[config.mk]
export PLATFORM = sky130hd
export DESIGN_NAME = rs_dispatch_bypass
export DESIGN_NICKNAME = d
export VERILOG_FILES = /design/src/hw/rs_pkg.sv /design/src/hw/rs_dispatch_bypass.sv
export SDC_FILE = /design/constraint.sdc
export NUM_CORES = 1
export LEC_CHECK = 0
export BUFFER_PORTS_ARGS = -buffer_cell sky130_fd_sc_hd__buf_4
export CORE_AREA = 10 10 260 262
export DETAILED_ROUTE_END_ITERATION = 8
export DIE_AREA = 0 0 270 272
export PLACE_DENSITY = 0.33
export SLEW_MARGIN = 10
export SYNTH_ARGS = -nofsm -noshare
export SYNTH_HDL_FRONTEND = slang
export SYNTH_SLANG_ARGS = --single-unit
export TNS_END_PERCENT = 10
[constraint.sdc]
create_clock -name vclk -period 1.6
set_clock_uncertainty 0.05 [all_clocks]
set_input_delay 0.08 -clock vclk [all_inputs]
set_output_delay 0.08 -clock vclk [all_outputs]
set_load 0.01 [all_outputs]
[src/hw/rs_pkg.sv]
/* Sizes and shared types of the reservation station.
   An operand with its valid bit low carries a prf_tag_t in its low bits. */
package rs_pkg;

	localparam int RS_SIZE   = 8;
	localparam int PRF_SIZE  = 64;
	localparam int ROB_SIZE  = 32;
	localparam int FU_PORTS  = 6;
	localparam int TAG_W     = $clog2(PRF_SIZE);
	localparam int ROB_W     = $clog2(ROB_SIZE);
	localparam int WORD_W    = 64;
	localparam int OP_TYPE_W = 6;

	typedef logic [TAG_W-1:0]     prf_tag_t;
	typedef logic [ROB_W-1:0]     rob_idx_t;
	typedef logic [WORD_W-1:0]    word_t;
	typedef logic [OP_TYPE_W-1:0] op_type_t;
	typedef logic [RS_SIZE-1:0]   rs_vec_t;

	typedef enum logic [4:0] {
		alu_default,
		alu_addq,
		alu_subq,
		alu_and,
		alu_bic,
		alu_bis,
		alu_ornot,
		alu_xor,
		alu_eqv,
		alu_srl,
		alu_sll,
		alu_sra,
		alu_mulq,
		alu_cmpeq,
		alu_cmplt,
		alu_cmple,
		alu_cmpult,
		alu_cmpule
	} alu_func_t;

	typedef enum logic [1:0] {
		use_adder,
		use_multiplier,
		use_memory
	} fu_class_t;

	typedef enum logic [1:0] {
		no_entry_empty,
		one_entry_empty,
		two_or_more_empty
	} rs_full_t;

	typedef enum logic [1:0] {
		entry_free,
		entry_waiting,
		entry_ready
	} rs_entry_state_t;

	// Unit class served by each issue port, lane 1 then lane 2
	localparam fu_class_t PORT_CLASS [FU_PORTS] = '{
		use_multiplier, use_adder, use_memory,
		use_multiplier, use_adder, use_memory
	};

endpackage

[src/hw/rs_dispatch_bypass.sv]
`timescale 1ns/100ps
/* Purely combinational. A result broadcast in the dispatch cycle is folded into tag operands. */
module rs_dispatch_bypass import rs_pkg::*; (
	input  word_t     inst1_opa,
	input  logic      inst1_opa_valid,
	input  word_t     inst1_opb,
	input  logic      inst1_opb_valid,
	input  op_type_t  inst1_op_type,
	input  alu_func_t inst1_alu_func,
	input  word_t     inst2_opa,
	input  logic      inst2_opa_valid,
	input  word_t     inst2_opb,
	input  logic      inst2_opb_valid,
	input  op_type_t  inst2_op_type,
	input  alu_func_t inst2_alu_func,
	input  logic      cdb1_valid,
	input  prf_tag_t  cdb1_tag,
	input  word_t     cdb1_value,
	input  logic      cdb2_valid,
	input  prf_tag_t  cdb2_tag,
	input  word_t     cdb2_value,
	output word_t     inst1_opa_fwd,
	output logic      inst1_opa_fwd_valid,
	output word_t     inst1_opb_fwd,
	output logic      inst1_opb_fwd_valid,
	output fu_class_t inst1_class,
	output word_t     inst2_opa_fwd,
	output logic      inst2_opa_fwd_valid,
	output word_t     inst2_opb_fwd,
	output logic      inst2_opb_fwd_valid,
	output fu_class_t inst2_class
);

	// Returns {valid, value}, CDB1 checked first
	function automatic logic [WORD_W:0] forward(word_t op, logic op_valid);
		if (!op_valid && cdb1_valid && cdb1_tag == op[TAG_W-1:0])
			return {1'b1, cdb1_value};
		if (!op_valid && cdb2_valid && cdb2_tag == op[TAG_W-1:0])
			return {1'b1, cdb2_value};
		return {op_valid, op};
	endfunction

	// Unit class from major opcode group
	function automatic fu_class_t decode_class(op_type_t op_type, alu_func_t alu_func);
		if (op_type[5:3] == 3'd2 && alu_func == alu_mulq)
			return use_multiplier;
		if (op_type[5:3] == 3'd4 || op_type[5:3] == 3'd5)
			return use_memory; // Loads and stores
		return use_adder;
	endfunction

	always_comb begin
		{inst1_opa_fwd_valid, inst1_opa_fwd} = forward(inst1_opa, inst1_opa_valid);
		{inst1_opb_fwd_valid, inst1_opb_fwd} = forward(inst1_opb, inst1_opb_valid);
		{inst2_opa_fwd_valid, inst2_opa_fwd} = forward(inst2_opa, inst2_opa_valid);
		{inst2_opb_fwd_valid, inst2_opb_fwd} = forward(inst2_opb, inst2_opb_valid);
		inst1_class = decode_class(inst1_op_type, inst1_alu_func);
		inst2_class = decode_class(inst2_op_type, inst2_alu_func);
	end

endmodule

==> results of run 1 <==
-- area by class of cell --
| class | count | area (µm²) | share of cell area |
|---|---|---|---|
| tap | 846 | 1060 | 0.0561 |
| timing repair buffer | 973 | 8820 | 0.468 |
| multi-input combinational | 1188 | 8960 | 0.475 |
| inverter | 1 | 3.75 | 0.000199 |
| antenna | 3 | 7.51 | 0.000398 |
-- worst max-delay path by stage --
stage,to,depth (start not counted)
floorplan,inst1_opb_fwd[24],7
global placement,inst2_opa_fwd[2],8
detailed placement,inst2_opa_fwd[2],8
CTS,inst2_opa_fwd[2],8
global route,inst2_opa_fwd[31],10
finish,inst2_opa_fwd[36],8
-- layer usage --
layer | GRT usage | share of wire | wire length, µm
met3 | 0.0398 | 0.066 | 6380
met1 | 0.282 | 0.41 | 39000
met2 | 0.422 | 0.50 | 48000
met5 | 0 | 0.00022 | 21
met4 | 0.0483 | 0.028 | 2730
-- logic make-up (layout without fill, tap and decap cells) --
| kind of cell | Yosys count | count (layout) |
|---|---|---|
| AOI/OAI and AO/OA | 580 | 580 |
| xor gates and xnor gates | 48 | 48 |
| buffers and inverters | 228 | 974 |
| other | 0 | 3 |
| and+or+nand+nor | 559 | 560 |
-- tightest hold or removal path, cell delays in order --
cell and delay (ns):
buf_4 0.09, nor2b_1 0.03, buf_4 0.13
-- timing repair --
item | CTS | global route
pin swaps | 70 | 48
buffers inserted | 17 | 13
endpoints found under the hold margin | 0 | 0
cloned | 6 | 13
setup endpoints to repair | 260 | 260
resized for setup | 231 | 219
-- power by group through the flow --
stage          sequential [mW]  combinational (mW)     clock [mW]
2_1_floorplan                0                1.58              0
3_3_place_gp                 0                4.82              0
3_5_place_dp                 0                4.82              0
4_1_cts                      0                5.13              0
5_1_grt                      0                5.73  0.00000000535
6_report                     0                5.49    0.000000174
-- cell usage in the layout, fill, tap and decap left out, types with 4 or more instances in the layout --
cell type    n
nand4_1      7
a2bb2oi_1   44
and3_4       5
nor4_1      60
nand3_4      7
o21ai_0    135
buf_16       7
o21ai_2     48
buf_8        8
nor3_1     165
a31oi_4     23
xnor2_2     25
clkbuf_16    8
or2_4        4
buf_6       61
nand3b_1    64
a22oi_2      6
a31oi_1     98
nor2b_1      8
buf_12      72
a31oi_2     71
nor4_2       4
nand3_2      9
o21ai_4      5
nor3_2      27
a22oi_1     58
a2bb2oi_2   20
and4_4       4
buf_4      815
o21ai_1     68
nand3_1    183
xnor2_1     14
xnor2_4      6
-- metrics by stage --
step	worst slack, ns	utilization
3_3_place_gp	-0.870	0.258
2_1_floorplan	0.0783	-
5_1_grt	-0.275	0.302
3_5_place_dp	-0.855	0.258
6_report	-0.245	0.302
4_1_cts	-0.251	0.279
==> metrics.txt, run 1 <==
routed wire length=96.2 mm; post-detailed-route count of antenna-violating nets=0; worst path bufs/invs=4; total of hold buffers inserted after clock tree synthesis=0; Max Fanout on Critical Path=31; worst max-slew margin expressed relative to the limit=0.679; simple logic cell fraction of the synthesized area=0.385; Yosys top cell area share=0.149; post-synthesis average cell area=between 5 and 6 µm²; Net count, final=around 2600; worst setup margin=-0.245 ns; slowest stage cell, crit path=or2_4; type of destination of the critical path=output pin; Min Clock Period, post-route=roughly 1.8 ns; portion of netlist area occupied by mux cells=0; type of element launching the critical path=input pin; switching fraction of total power=0.533; area added between synthesis and finish=134%; worst slew pin tran=0.482 ns; DP Area=approximately 0.016 mm²; Max Cap Violations=0; I/O pin total=between 600 and 700; drt wl/cell=31.9 µm; final period utilization=1.15; # clk buffers=0; Row Count=92; total vias in the final route=about 16000; startpoint of the lowest-slack hold path=inst2_op_type[4]; violation count after the first detailed-route iteration=between 1000 and 1500; violations in the final reports=setup timing; Compound-Gate Fraction of Synth Area=0.440; total negative slack=-39.32 ns; unrepaired setup endpoints after global routing=true; die extent in x=between 200 and 300 µm; number of endpoints failing setup at the final stage=between 200 and 300; dpl hpwl=~73 mm; Design Area, Final=approximately 0.019 mm²; combinational power share=1.000; antenna violations before repair=5; Net Switching=2.93 mW; Fin Hold WS=0.362 ns; number of placed instances, taps included=just under 3000; Starting Density=0.129; wire length of the first global-routing pass=approximately 130 mm; total chip power=around 5.5 mW; XOR/XNOR share of the synthesized area=0.0521; share of final-layout standard cells stronger than drive strength 1=0.574; largest net degree at the start of global routing=52; number of global-route vias before repair=about 16000; net count after synthesis=~1800; Vias per Instance=5.34; cells taking the most area after synthesis=a31oi_1 15%, o21ai_0 13%, nand3_1 12%, nor3_1 12%, a2bb2oi_1 6.9%; weighted congestion at the end of routability-driven global placement=around 0.87; internal power=2.56 mW; power density over the cells=just under 300 mW/mm²; worst hold path depth=3; Max Slew Vio Count=0; most repeated cell in the gate-level netlist after synthesis=o21ai_0; largest family of logic cells by synthesized area=compound AO/OA/AOI/OAI gates; Cell variety after synth=32; post-route DRC violation count=0; Port Buffers=between 600 and 700; Storage cell area=0 µm²; leakage component of the power=a little under 7 nW; leading cell types by count after synthesis=207 x o21ai_0, 199 x nand3_1, 192 x a31oi_1, 192 x nor3_1, 140 x clkbuf_1; maximum clock frequency=about 0.54 GHz; largest incremental delay on the critical path=0.36 ns; grt ovf=0; crit-path cells=buf_12, xnor2_2, buf_4, nand4_1, or2_4, buf_12, a31oi_1, buf_4; Syn Std Cell Area=about 0.008 mm²; adder-cell share of the synthesized area=0; Critical path origin=cdb1_tag[0]; part of the Yosys area used for sequential elements=0; sequential power share=0; outcome=finished, violations left; dominant delay contributor by cell family on the critical path=buffers and inverters; required time of the worst setup path=roughly 1.5 ns; die span in y=approximately 270 µm; Hold Violations, Final=0; global-route total usage across every layer=0.232; Layout fillers=about 6900; worst hold path class=input pin to output pin; Worst Path Class, Setup=input pin to output pin; Seq cells=0; post-route insts no fill=3011; worst vdd ir=0.119 mV; post-synthesis cell type with the largest combined area=a31oi_1; area inside the core boundary=about 0.063 mm²; Hold Path Sink=inst2_class[1]; Initial DRT Pass Iterations=6; Die Outline Area=~0.073 mm²; Clk pwr share=0; YS warnings=0; number of cells produced by synthesis=1415; Worst Path Arrival=about 1.7 ns
No activity file was read; power rests on OpenSTA's default activity.
==> run 2, diff against run 1 <==
- CELL_PAD_IN_SITES_DETAIL_PLACEMENT: default -> 1
- CELL_PAD_IN_SITES_GLOBAL_PLACEMENT: default -> 1
- PLACE_DENSITY: 0.33 -> 0.48
- SETUP_SLACK_MARGIN: default -> 0.4
==> metrics.txt, run 2 (same netlist as run 1, synthesis figures left out) <==
total chip power=5.43 mW; Seq cells=0; outcome=finished, violations left; total negative slack=-35.54 ns; Max Slew Vio Count=0; most frequent cells in the layout=772 x buf_4, 188 x nand3_1, 159 x nor3_1, 113 x o21ai_0, 100 x a31oi_1; Min Clock Period, post-route=1.91 ns; drt wl/cell=around 32 µm; Vias per Instance=approximately 5.4; grt ovf=0; final period utilization=1.19; die extent in x=about 270 µm; worst vdd ir=around 0.21 mV; setup slack at placement=-0.482 ns; switching fraction of total power=0.540; global-route total usage across every layer=0.230; largest net degree at the start of global routing=35; die span in y=around 270 µm; # clk buffers=0; area added between synthesis and finish=127%; Hold Violations, Final=0; dpl hpwl=slightly above 70 mm; Starting Density=0.129; worst hold path depth=3; post-detailed-route count of antenna-violating nets=0; crit-path cells=buf_12, xor2_4, or4_4, buf_12, buf_12, buf_16, o21ai_4, a2bb2oi_2, buf_4; worst hold path class=input pin to output pin; area of combinational cells with multiple inputs=0.00895 mm²; Hold Path Sink=inst2_class[1]; slowest stage cell, crit path=or4_4; internal power=2.50 mW; DP Area=0.0163 mm²; Worst Path Class, Setup=input pin to output pin; violation count after the first detailed-route iteration=roughly 1200; Layout fillers=approximately 7600; violations in the final reports=setup timing; Worst Path Arrival=approximately 1.8 ns; share of final-layout standard cells stronger than drive strength 1=0.567; Storage cell area=0 µm²; Max Fanout on Critical Path=8; Clk pwr share=0; number of endpoints failing setup at the final stage=about 260; weighted congestion at the end of routability-driven global placement=between 0.8 and 0.9; library cell appearing most often on the critical path=buf_12; area inside the core boundary=~0.063 mm²; power density over the cells=~300 mW/mm²; total vias in the final route=about 16000; most frequent standard cell in the layout excluding fill and tap cells=buf_4; Net Switching=just under 3 mW; type of element launching the critical path=input pin; wire length of the first global-routing pass=roughly 130 mm; I/O pin total=roughly 690; sequential power share=0; type of destination of the critical path=output pin; Initial DRT Pass Iterations=5; worst slew pin tran=approximately 0.52 ns; leakage component of the power=between 6 and 7 nW; Max Cap Violations=0; combinational power share=1.000; worst setup margin=-0.306 ns; Die Outline Area=between 0.07 and 0.08 mm²; maximum clock frequency=0.525 GHz; post-route DRC violation count=0; largest incremental delay on the critical path=~0.55 ns; Port Buffers=between 600 and 700; worst max-slew margin expressed relative to the limit=0.651; routed wire length=around 95 mm; final cell utilization of the core=0.293; unrepaired setup endpoints after global routing=true; Design Area, Final=0.0183 mm²; Row Count=slightly above 90; number of global-route vias before repair=between 15000 and 20000; Net count, final=~2500; startpoint of the lowest-slack hold path=inst2_op_type[4]; antenna violations before repair=9; required time of the worst setup path=1.47 ns
-- run 2: layout make-up --
cell class | count | share of cell area
inverter | 1 | 0.000205
timing repair buffer | 910 | 0.452
multi-input combinational | 1188 | 0.489
tap | 846 | 0.0578
antenna | 6 | 0.000820
-- run 2: through the flow --
| step | hold WS, ns | instances |
|---|---|---|
| 6_report | 0.363 | 2951 |
| 5_1_grt | 0.376 | 2951 |
| 4_1_cts | 0.362 | 2912 |
| 3_5_place_dp | 0.362 | 2895 |
| 3_3_place_gp | 0.354 | 2895 |
| 2_1_floorplan | 0.156 | 1415 |
-- run 2: routing by layer --
metal	track usage	part of all wire
met1	0.275	0.40
met2	0.414	0.50
met3	0.0374	0.066
met4	0.0664	0.033
met5	0	0.00057
-- run 2: repair_timing --
action,4_1_cts,5_1_grt
pin swaps,57,31
resized for setup,147,168
setup endpoints to repair,260,260
cloned,5,12
hold buffers,0,0
buffers inserted,12,21
-- run 2: how the worst max path moves through the flow --
stage | start | end | slack, ns | depth (start not counted)
detailed placement | cdb2_tag[1] | inst1_opb_fwd[2] | -0.48 | 6
finish | inst1_opb[1] | inst1_opb_fwd[19] | -0.31 | 9
global placement | cdb2_tag[1] | inst1_opb_fwd[2] | -0.46 | 6
floorplan | cdb2_tag[3] | inst1_opa_fwd[15] | 0.17 | 7
CTS | inst1_opb[1] | inst1_opb_fwd[51] | -0.28 | 8
global route | inst1_opb[1] | inst1_opb_fwd[19] | -0.33 | 9
-- run 2: critical path, delay by kind of cell --
family / cells / cell delay (ns)
AO/OA/AOI/OAI: 2 / 0.21
XOR/XNOR: 1 / 0.18
buffers and inverters: 5 / 0.72
AND/OR/NAND/NOR: 1 / 0.55
-- run 2: power groups by stage --
stage | Sequential [mW] | Clock, mW | Combinational, mW
global placement | 0 | 0 | 4.80
finish | 0 | 0.000000479 | 5.43
detailed placement | 0 | 0 | 4.83
global route | 0 | 0.000000477 | 5.65
CTS | 0 | 0 | 5.05
floorplan | 0 | 0 | 1.71
