## config.mk

```make
export PLATFORM = sky130hd
export DESIGN_NAME = rs_entry_array
export DESIGN_NICKNAME = d
export VERILOG_FILES = /design/src/hw/rs_pkg.sv /design/src/hw/rs_entry.sv /design/src/hw/rs_free_finder.sv /design/src/hw/rs_entry_array.sv
export SDC_FILE = /design/constraint.sdc
export NUM_CORES = 2
export LEC_CHECK = 0
export ABC_AREA = 0
export BUFFER_PORTS_ARGS = -buffer_cell sky130_fd_sc_hd__clkbuf_2
export CAP_MARGIN = 20
export CELL_PAD_IN_SITES_DETAIL_PLACEMENT = 1
export CELL_PAD_IN_SITES_GLOBAL_PLACEMENT = 1
export CORE_AREA = 10 10 672 674
export CTS_CLUSTER_DIAMETER = 40
export DETAILED_ROUTE_END_ITERATION = 8
export DIE_AREA = 0 0 682 684
export MAX_ROUTING_LAYER = met4
export PLACE_DENSITY = 0.52
export SYNTH_ARGS = -nofsm -noshare
export SYNTH_HDL_FRONTEND = slang
export SYNTH_HIERARCHICAL = 1
export SYNTH_SLANG_ARGS = --single-unit
export TNS_END_PERCENT = 10
```

## constraint.sdc

```tcl
create_clock -name clock -period 3.95 [get_ports clock]
set_input_delay 0.79 -clock clock [delete_from_list [all_inputs] [get_ports clock]]
set_output_delay 0.79 -clock clock [all_outputs]
set_load 0.05 [all_outputs]
```

## src/hw/rs_pkg.sv

```systemverilog
/* Sizes and shared types of the reservation station.
   An operand with its valid bit low carries a prf_tag_t in its low bits. */
package rs_pkg;

	localparam int RS_SIZE   = 8;
	localparam int PRF_SIZE  = 64;
	localparam int ROB_SIZE  = 32;
	localparam int FU_PORTS  = 6;
	localparam int TAG_W     = $clog2(PRF_SIZE);
	localparam int ROB_W     = $clog2(ROB_SIZE);
	localparam int WORD_W    = 64;
	localparam int OP_TYPE_W = 6;

	typedef logic [TAG_W-1:0]     prf_tag_t;
	typedef logic [ROB_W-1:0]     rob_idx_t;
	typedef logic [WORD_W-1:0]    word_t;
	typedef logic [OP_TYPE_W-1:0] op_type_t;
	typedef logic [RS_SIZE-1:0]   rs_vec_t;

	typedef enum logic [4:0] {
		alu_default,
		alu_addq,
		alu_subq,
		alu_and,
		alu_bic,
		alu_bis,
		alu_ornot,
		alu_xor,
		alu_eqv,
		alu_srl,
		alu_sll,
		alu_sra,
		alu_mulq,
		alu_cmpeq,
		alu_cmplt,
		alu_cmple,
		alu_cmpult,
		alu_cmpule
	} alu_func_t;

	typedef enum logic [1:0] {
		use_adder,
		use_multiplier,
		use_memory
	} fu_class_t;

	typedef enum logic [1:0] {
		no_entry_empty,
		one_entry_empty,
		two_or_more_empty
	} rs_full_t;

	typedef enum logic [1:0] {
		entry_free,
		entry_waiting,
		entry_ready
	} rs_entry_state_t;

	// Unit class served by each issue port, lane 1 then lane 2
	localparam fu_class_t PORT_CLASS [FU_PORTS] = '{
		use_multiplier, use_adder, use_memory,
		use_multiplier, use_adder, use_memory
	};

endpackage

```

## src/hw/rs_entry.sv

```systemverilog
`timescale 1ns/100ps
/* One station slot. A load is only expected while the slot is free.
   A waiting slot captures CDB results, and a ready slot holds until issue. */
module rs_entry import rs_pkg::*; (
	input  logic      clock,
	input  logic      arst_n,
	input  logic      load,
	input  word_t     opa,
	input  logic      opa_valid,
	input  word_t     opb,
	input  logic      opb_valid,
	input  prf_tag_t  dest,
	input  op_type_t  op_type,
	input  alu_func_t alu_func,
	input  rob_idx_t  rob_idx,
	input  fu_class_t fu_class,
	input  logic      issue,
	input  logic      cdb1_valid,
	input  prf_tag_t  cdb1_tag,
	input  word_t     cdb1_value,
	input  logic      cdb2_valid,
	input  prf_tag_t  cdb2_tag,
	input  word_t     cdb2_value,
	output logic      free,
	output logic      ready,
	output word_t     opa_out,
	output word_t     opb_out,
	output prf_tag_t  dest_out,
	output op_type_t  op_type_out,
	output alu_func_t alu_func_out,
	output rob_idx_t  rob_idx_out,
	output fu_class_t class_out
);

	rs_entry_state_t state;
	word_t           opa_q;
	word_t           opb_q;
	logic            opa_valid_q;
	logic            opb_valid_q;
	word_t           opa_snoop;
	word_t           opb_snoop;
	logic            opa_snoop_valid;
	logic            opb_snoop_valid;

	// Snoop of a held operand, CDB1 wins on a double match
	function automatic logic [WORD_W:0] snoop(word_t op, logic op_valid);
		if (!op_valid && cdb1_valid && cdb1_tag == op[TAG_W-1:0])
			return {1'b1, cdb1_value};
		if (!op_valid && cdb2_valid && cdb2_tag == op[TAG_W-1:0])
			return {1'b1, cdb2_value};
		return {op_valid, op};
	endfunction

	always_comb begin
		{opa_snoop_valid, opa_snoop} = snoop(opa_q, opa_valid_q);
		{opb_snoop_valid, opb_snoop} = snoop(opb_q, opb_valid_q);
	end

	////////////////////////////////////////////////////////////
	// Slot FSM
	////////////////////////////////////////////////////////////
	always_ff @(posedge clock or negedge arst_n) begin
		if (!arst_n) begin
			state       <= entry_free;
			opa_valid_q <= 1'b0;
			opb_valid_q <= 1'b0;
		end else begin
			case (state)
				entry_free: if (load) begin
					opa_valid_q <= opa_valid;
					opb_valid_q <= opb_valid;
					state       <= (opa_valid && opb_valid) ? entry_ready : entry_waiting;
				end
				entry_waiting: begin
					opa_valid_q <= opa_snoop_valid;
					opb_valid_q <= opb_snoop_valid;
					if (opa_snoop_valid && opb_snoop_valid)
						state <= entry_ready;
				end
				entry_ready: if (issue)
					state <= entry_free;
				default: state <= entry_free;
			endcase
		end
	end

	// Payload
	always_ff @(posedge clock) begin
		if (state == entry_free && load) begin
			opa_q     <= opa;
			opb_q     <= opb;
			dest_out  <= dest;
			op_type_out  <= op_type;
			alu_func_out <= alu_func;
			rob_idx_out  <= rob_idx;
			class_out    <= fu_class;
		end else if (state == entry_waiting) begin
			opa_q <= opa_snoop; // Unchanged unless a tag matched
			opb_q <= opb_snoop;
		end
	end

	assign free    = (state == entry_free);
	assign ready   = (state == entry_ready);
	assign opa_out = opa_q;
	assign opb_out = opb_q;

endmodule

```

## src/hw/rs_free_finder.sv

```systemverilog
`timescale 1ns/100ps
/* Lowest two free slots as one-hot vectors, zero when none is left */
module rs_free_finder import rs_pkg::*; (
	input  rs_vec_t  free_vec,
	output rs_vec_t  grant_first,
	output rs_vec_t  grant_second,
	output rs_full_t rs_full
);

	rs_vec_t rest;

	// Two's complement isolates the lowest set bit
	assign grant_first  = free_vec & -free_vec;
	assign rest         = free_vec & ~grant_first;
	assign grant_second = rest & -rest;

	always_comb begin
		if (|grant_second)
			rs_full = two_or_more_empty;
		else if (|grant_first)
			rs_full = one_entry_empty;
		else
			rs_full = no_entry_empty;
	end

endmodule

```

## src/hw/rs_entry_array.sv

```systemverilog
`timescale 1ns/100ps
/* Eight slots and their allocator. inst2 always aims at the second-lowest free slot;
   a load that finds no slot is dropped. */
module rs_entry_array import rs_pkg::*; (
	input  logic                     clock,
	input  logic                     arst_n,
	input  logic                     inst1_load,
	input  logic                     inst2_load,
	input  word_t                    inst1_opa_fwd,
	input  logic                     inst1_opa_fwd_valid,
	input  word_t                    inst1_opb_fwd,
	input  logic                     inst1_opb_fwd_valid,
	input  fu_class_t                inst1_class,
	input  prf_tag_t                 inst1_dest,
	input  op_type_t                 inst1_op_type,
	input  alu_func_t                inst1_alu_func,
	input  rob_idx_t                 inst1_rob_idx,
	input  word_t                    inst2_opa_fwd,
	input  logic                     inst2_opa_fwd_valid,
	input  word_t                    inst2_opb_fwd,
	input  logic                     inst2_opb_fwd_valid,
	input  fu_class_t                inst2_class,
	input  prf_tag_t                 inst2_dest,
	input  op_type_t                 inst2_op_type,
	input  alu_func_t                inst2_alu_func,
	input  rob_idx_t                 inst2_rob_idx,
	input  logic                     cdb1_valid,
	input  prf_tag_t                 cdb1_tag,
	input  word_t                    cdb1_value,
	input  logic                     cdb2_valid,
	input  prf_tag_t                 cdb2_tag,
	input  word_t                    cdb2_value,
	input  rs_vec_t [FU_PORTS-1:0]   slot_issue,
	output rs_vec_t                  slot_ready,
	output fu_class_t [RS_SIZE-1:0]  slot_class,
	output word_t [RS_SIZE-1:0]      slot_opa,
	output word_t [RS_SIZE-1:0]      slot_opb,
	output prf_tag_t [RS_SIZE-1:0]   slot_dest,
	output rob_idx_t [RS_SIZE-1:0]   slot_rob_idx,
	output op_type_t [RS_SIZE-1:0]   slot_op_type,
	output alu_func_t [RS_SIZE-1:0]  slot_alu_func,
	output rs_full_t                 rs_full
);

	rs_vec_t free_vec;
	rs_vec_t grant_first;
	rs_vec_t grant_second;
	rs_vec_t load1;
	rs_vec_t load2;
	rs_vec_t issue_vec;

	rs_free_finder u_finder (
		.free_vec     (free_vec),
		.grant_first  (grant_first),
		.grant_second (grant_second),
		.rs_full      (rs_full)
	);

	assign load1 = grant_first & {RS_SIZE{inst1_load}};
	assign load2 = grant_second & {RS_SIZE{inst2_load}};

	// A slot is freed when any port took it
	always_comb begin
		issue_vec = '0;
		for (int p = 0; p < FU_PORTS; p++)
			issue_vec |= slot_issue[p];
	end

	for (genvar i = 0; i < RS_SIZE; i++) begin : g_slot
		rs_entry u_entry (
			.clock        (clock),
			.arst_n       (arst_n),
			.load         (load1[i] | load2[i]),
			.opa          (load2[i] ? inst2_opa_fwd : inst1_opa_fwd),
			.opa_valid    (load2[i] ? inst2_opa_fwd_valid : inst1_opa_fwd_valid),
			.opb          (load2[i] ? inst2_opb_fwd : inst1_opb_fwd),
			.opb_valid    (load2[i] ? inst2_opb_fwd_valid : inst1_opb_fwd_valid),
			.dest         (load2[i] ? inst2_dest : inst1_dest),
			.op_type      (load2[i] ? inst2_op_type : inst1_op_type),
			.alu_func     (load2[i] ? inst2_alu_func : inst1_alu_func),
			.rob_idx      (load2[i] ? inst2_rob_idx : inst1_rob_idx),
			.fu_class     (load2[i] ? inst2_class : inst1_class),
			.issue        (issue_vec[i]),
			.cdb1_valid   (cdb1_valid),
			.cdb1_tag     (cdb1_tag),
			.cdb1_value   (cdb1_value),
			.cdb2_valid   (cdb2_valid),
			.cdb2_tag     (cdb2_tag),
			.cdb2_value   (cdb2_value),
			.free         (free_vec[i]),
			.ready        (slot_ready[i]),
			.opa_out      (slot_opa[i]),
			.opb_out      (slot_opb[i]),
			.dest_out     (slot_dest[i]),
			.op_type_out  (slot_op_type[i]),
			.alu_func_out (slot_alu_func[i]),
			.rob_idx_out  (slot_rob_idx[i]),
			.class_out    (slot_class[i])
		);
	end

endmodule

```

==> results.md <==
- CTS sink count: 1248
- PwrDens: 780 nW/µm²
- Synth cell types: 43
- Initial antenna violation count: 50
- VDD IR-drop max: 592 µV
- Slew Viols, Final: 156
- Clk slew on worst S/H paths: 0.06 ns
- Fraction of layout cells with a size suffix above 1: 0.404
- Total CTS buffers: 327
- Placer Congestion: 0.865
- DRT Pass-1 Iters: 6
- PortBufs: 1727
- Final min period: 3.79 ns
- CP max FO: 7
- Fill count: 50200
- Largest net degree at the start of global routing: 156
- Slew Limit Headroom: -6.41
- Final Cycle Share: 0.961
- Num ports: 1728
- FMAX: 0.264 GHz
- Final worst slack: 0.155 ns
- Sequential area share after synthesis: 0.473
- Lkg Pwr: 40.0 nW
- First-pass GRT wire length: 824000 µm
- Slowest-stage cell, CP: or4_4
- Post-synthesis average cell area: 9.99 µm²
- CTS H-Tree Depth: 5
- Hold Startpoint: inst1_dest[3]
- Via density: 5.25
- Syn Nets: 8398
- Hold EP: g_slot[6].u_entry/dest_out[3]
- CTS root buffer: clkbuf_16
- Yosys warning total: 6
- Critical Path Sink Type: output pin
- Hold Path Cell Cnt: 2
- RSZ-0062 raised after global routing: no
- Pre-CTS setup slack: 0.328 ns
- Slew @ Worst Pin: 11.12 ns
- Residual DRC: 0
- HPWL after DPL: 463000 µm
- Starting DRC count in detailed routing: 9500
- Area Growth Syn to Fin: 37.5%
- DIE AREA: 466000 µm²
- CORE AREA: 437000 µm²
- Routed Antenna Nets: 0
- Max-cap violations: 0
- CTS tree: built
- Arr. time, crit path: 3.00 ns
- Via count: 82900
- Fin nets: 10200
- EDFF count, synth: 1216
- Die Wd: 682 µm
- Gr usage total: 0.266
- Tightest Hold Check Type: in -> reg
- Worst path max stage delay: 0.54 ns
- Synthesis-stage register bit count: 1248
- Die span in y: 684 µm
- Final Hold Fails: 0
- Crit start category: flip-flop
- Row Count: 243
- TNS Setup: 0 ns
- Longest Clk Path Bufs: 4
- Ys async rst share: 0.0256
- WL/cell: 40.4 µm
- Mapped Cells: 7896
- Final setup violation count: 0
- Clk_skew: 0.104 ns
- Status: finished, violations left
- Cell Area, Synth: 78900 µm²
- Critical path class: reg -> out
- Commonest cells after routing, fill and taps aside: a21oi_1 (2081), clkbuf_2 (1726), mux2_2 (1232)
- Number of cells on the worst reg-to-reg path: 13
- Worst-Skew Late Latency: 0.98 ns
- Reg-to-Reg End: g_slot[4].u_entry/opa_out[25]
- Number of global-route vias before repair: 81700
- Worst reg2reg startpoint: g_slot[2].u_entry/state[0]
- Worst path required time: 3.16 ns
- Commonest non-fill, non-tap cell in the layout: a21oi_1
- Final WL: 638000 µm
- Critical Path, Cell by Cell: nor2_2 -> buf_4 -> or4_4 -> or3_4 -> o21bai_1 -> a21oi_2 -> buf_8
- Synth Flop Type: edfxtp_1
- Starting density of the core: 0.180
- Failing checks: slew limit
- Total grt overflow: 0
- FF-to-FF setup slack: 0.32 ns
-- kinds of logic after synthesis --
group                      after synthesis  share of synthesized area
adders and majority gates                1                   0.000127
xor gates and xnor gates               194                     0.0215
and+or+nand+nor                       2381                      0.137
buffers and inverters                  722                     0.0577
other                                    1                  0.0000475
muxes                                 1232                      0.176
AOI/OAI and AO/OA                     2117                      0.135
DFF                                   1248                      0.473
-- how the worst max path moves through the flow --
stage          cells past startpoint                        from                             to  slack, ns
6_report                           7  g_slot[1].u_entry/state[0]                     rs_full[0]       0.16
3_5_place_dp                      12  g_slot[0].u_entry/state[0]  g_slot[5].u_entry/opb_out[10]       0.33
5_1_grt                            7  g_slot[1].u_entry/state[0]                     rs_full[1]       0.01
4_1_cts                            7  g_slot[1].u_entry/state[0]                     rs_full[0]       0.02
3_3_place_gp                       7                 cdb2_tag[1]  g_slot[5].u_entry/opb_out[37]       0.32
2_1_floorplan                     14  g_slot[0].u_entry/state[0]   g_slot[4].u_entry/opa_out[0]      -0.42
-- Yosys cell counts (2+ instances only) --
library cell / n / area (µm²)
buf_2: 106 / 531
mux2_2: 1232 / 13900
buf_6: 203 / 2290
nor2b_1: 33 / 206
o21ai_1: 16 / 80.1
nand4_1: 16 / 100
nand3b_1: 16 / 120
a21oi_1: 2081 / 10400
o21ai_0: 4 / 20.0
inv_2: 8 / 30.0
nor4b_1: 2 / 17.5
nand2b_1: 11 / 68.8
and2_1: 5 / 31.3
buf_4: 49 / 368
dfrtp_1: 32 / 801
or3_1: 8 / 50.1
or2_1: 16 / 100
xor2_1: 34 / 298
edfxtp_1: 1216 / 36500
a31oi_1: 9 / 56.3
nor3_1: 18 / 90.1
nand2_1: 57 / 214
inv_1: 10 / 37.5
xnor2_1: 160 / 1400
buf_1: 49 / 184
nor4_2: 16 / 200
nor2_1: 1094 / 4110
nand3_1: 1060 / 5310
nor4_1: 25 / 156
clkbuf_1: 297 / 1110
-- worst max-delay path, delay by kind of cell, from the launching register on --
| kind | cells | cell delay (ns) |
|---|---|---|
| buffers and inverters | 2 | 0.35 |
| DFF | 1 | 0.36 |
| and+or+nand+nor | 3 | 1.00 |
| AOI/OAI and AO/OA | 2 | 0.41 |
-- state kept, by name, indices dropped and copies added, names as in the netlist --
register / cells
g_slot.u_entry/opa_out: 512
g_slot.u_entry/opb_out: 512
g_slot.u_entry/dest_out: 48
g_slot.u_entry/op_type_out: 48
g_slot.u_entry/alu_func_out: 40
g_slot.u_entry/rob_idx_out: 40
g_slot.u_entry/class_out: 16
g_slot.u_entry/state: 16
g_slot.u_entry/opa_valid_q: 8
g_slot.u_entry/opb_valid_q: 8
-- area by class of cell --
type	instances	area, µm²	share of cell area
multi-input combinational	5926	37600	0.346
sequential	1248	37300	0.344
timing repair buffer	2205	14900	0.138
clock buffer	367	8400	0.0774
tap	5757	7200	0.0664
clock inverter	233	2860	0.0264
inverter	18	128	0.00118
antenna	36	90.1	0.000830
-- per-stage QoR --
stage	cells	util	hold slack, ns	instance area, µm²	power [mW]
after floorplan	7896	-	0.494	78900	40.9
after global placement	15200	0.222	0.632	97100	56.2
after detailed placement	15200	0.222	0.644	97100	56.3
after CTS	15800	0.248	0.208	108000	84.7
after global routing	15800	0.248	0.260	108000	87.0
final	15800	0.248	0.324	108000	84.6
-- per-layer routing --
layer | vias to the layer above | wire length (µm) | global-route usage
met5 | - | 0 | -
met4 | 0 | 44000 | 0.148
met3 | 1394 | 57500 | 0.0650
met2 | 5557 | 290000 | 0.416
met1 | 42900 | 246000 | 0.312
li1 | 33000 | - | -
-- power breakdown --
group	switching, mW	total, mW	internal (mW)
registers	2.18	21.3	19.2
clock network	9.73	28.1	18.4
logic	25.9	35.2	9.31
-- what timing repair did --
action,in CTS,in global routing
hold buffers,1,0
endpoints found under the setup margin,2,1
setup buffers,2,0
pin swaps,1,0
endpoints found under the hold margin,4,0
gates resized for setup,3,1
Note: power is estimated with default switching activity, not from simulation.
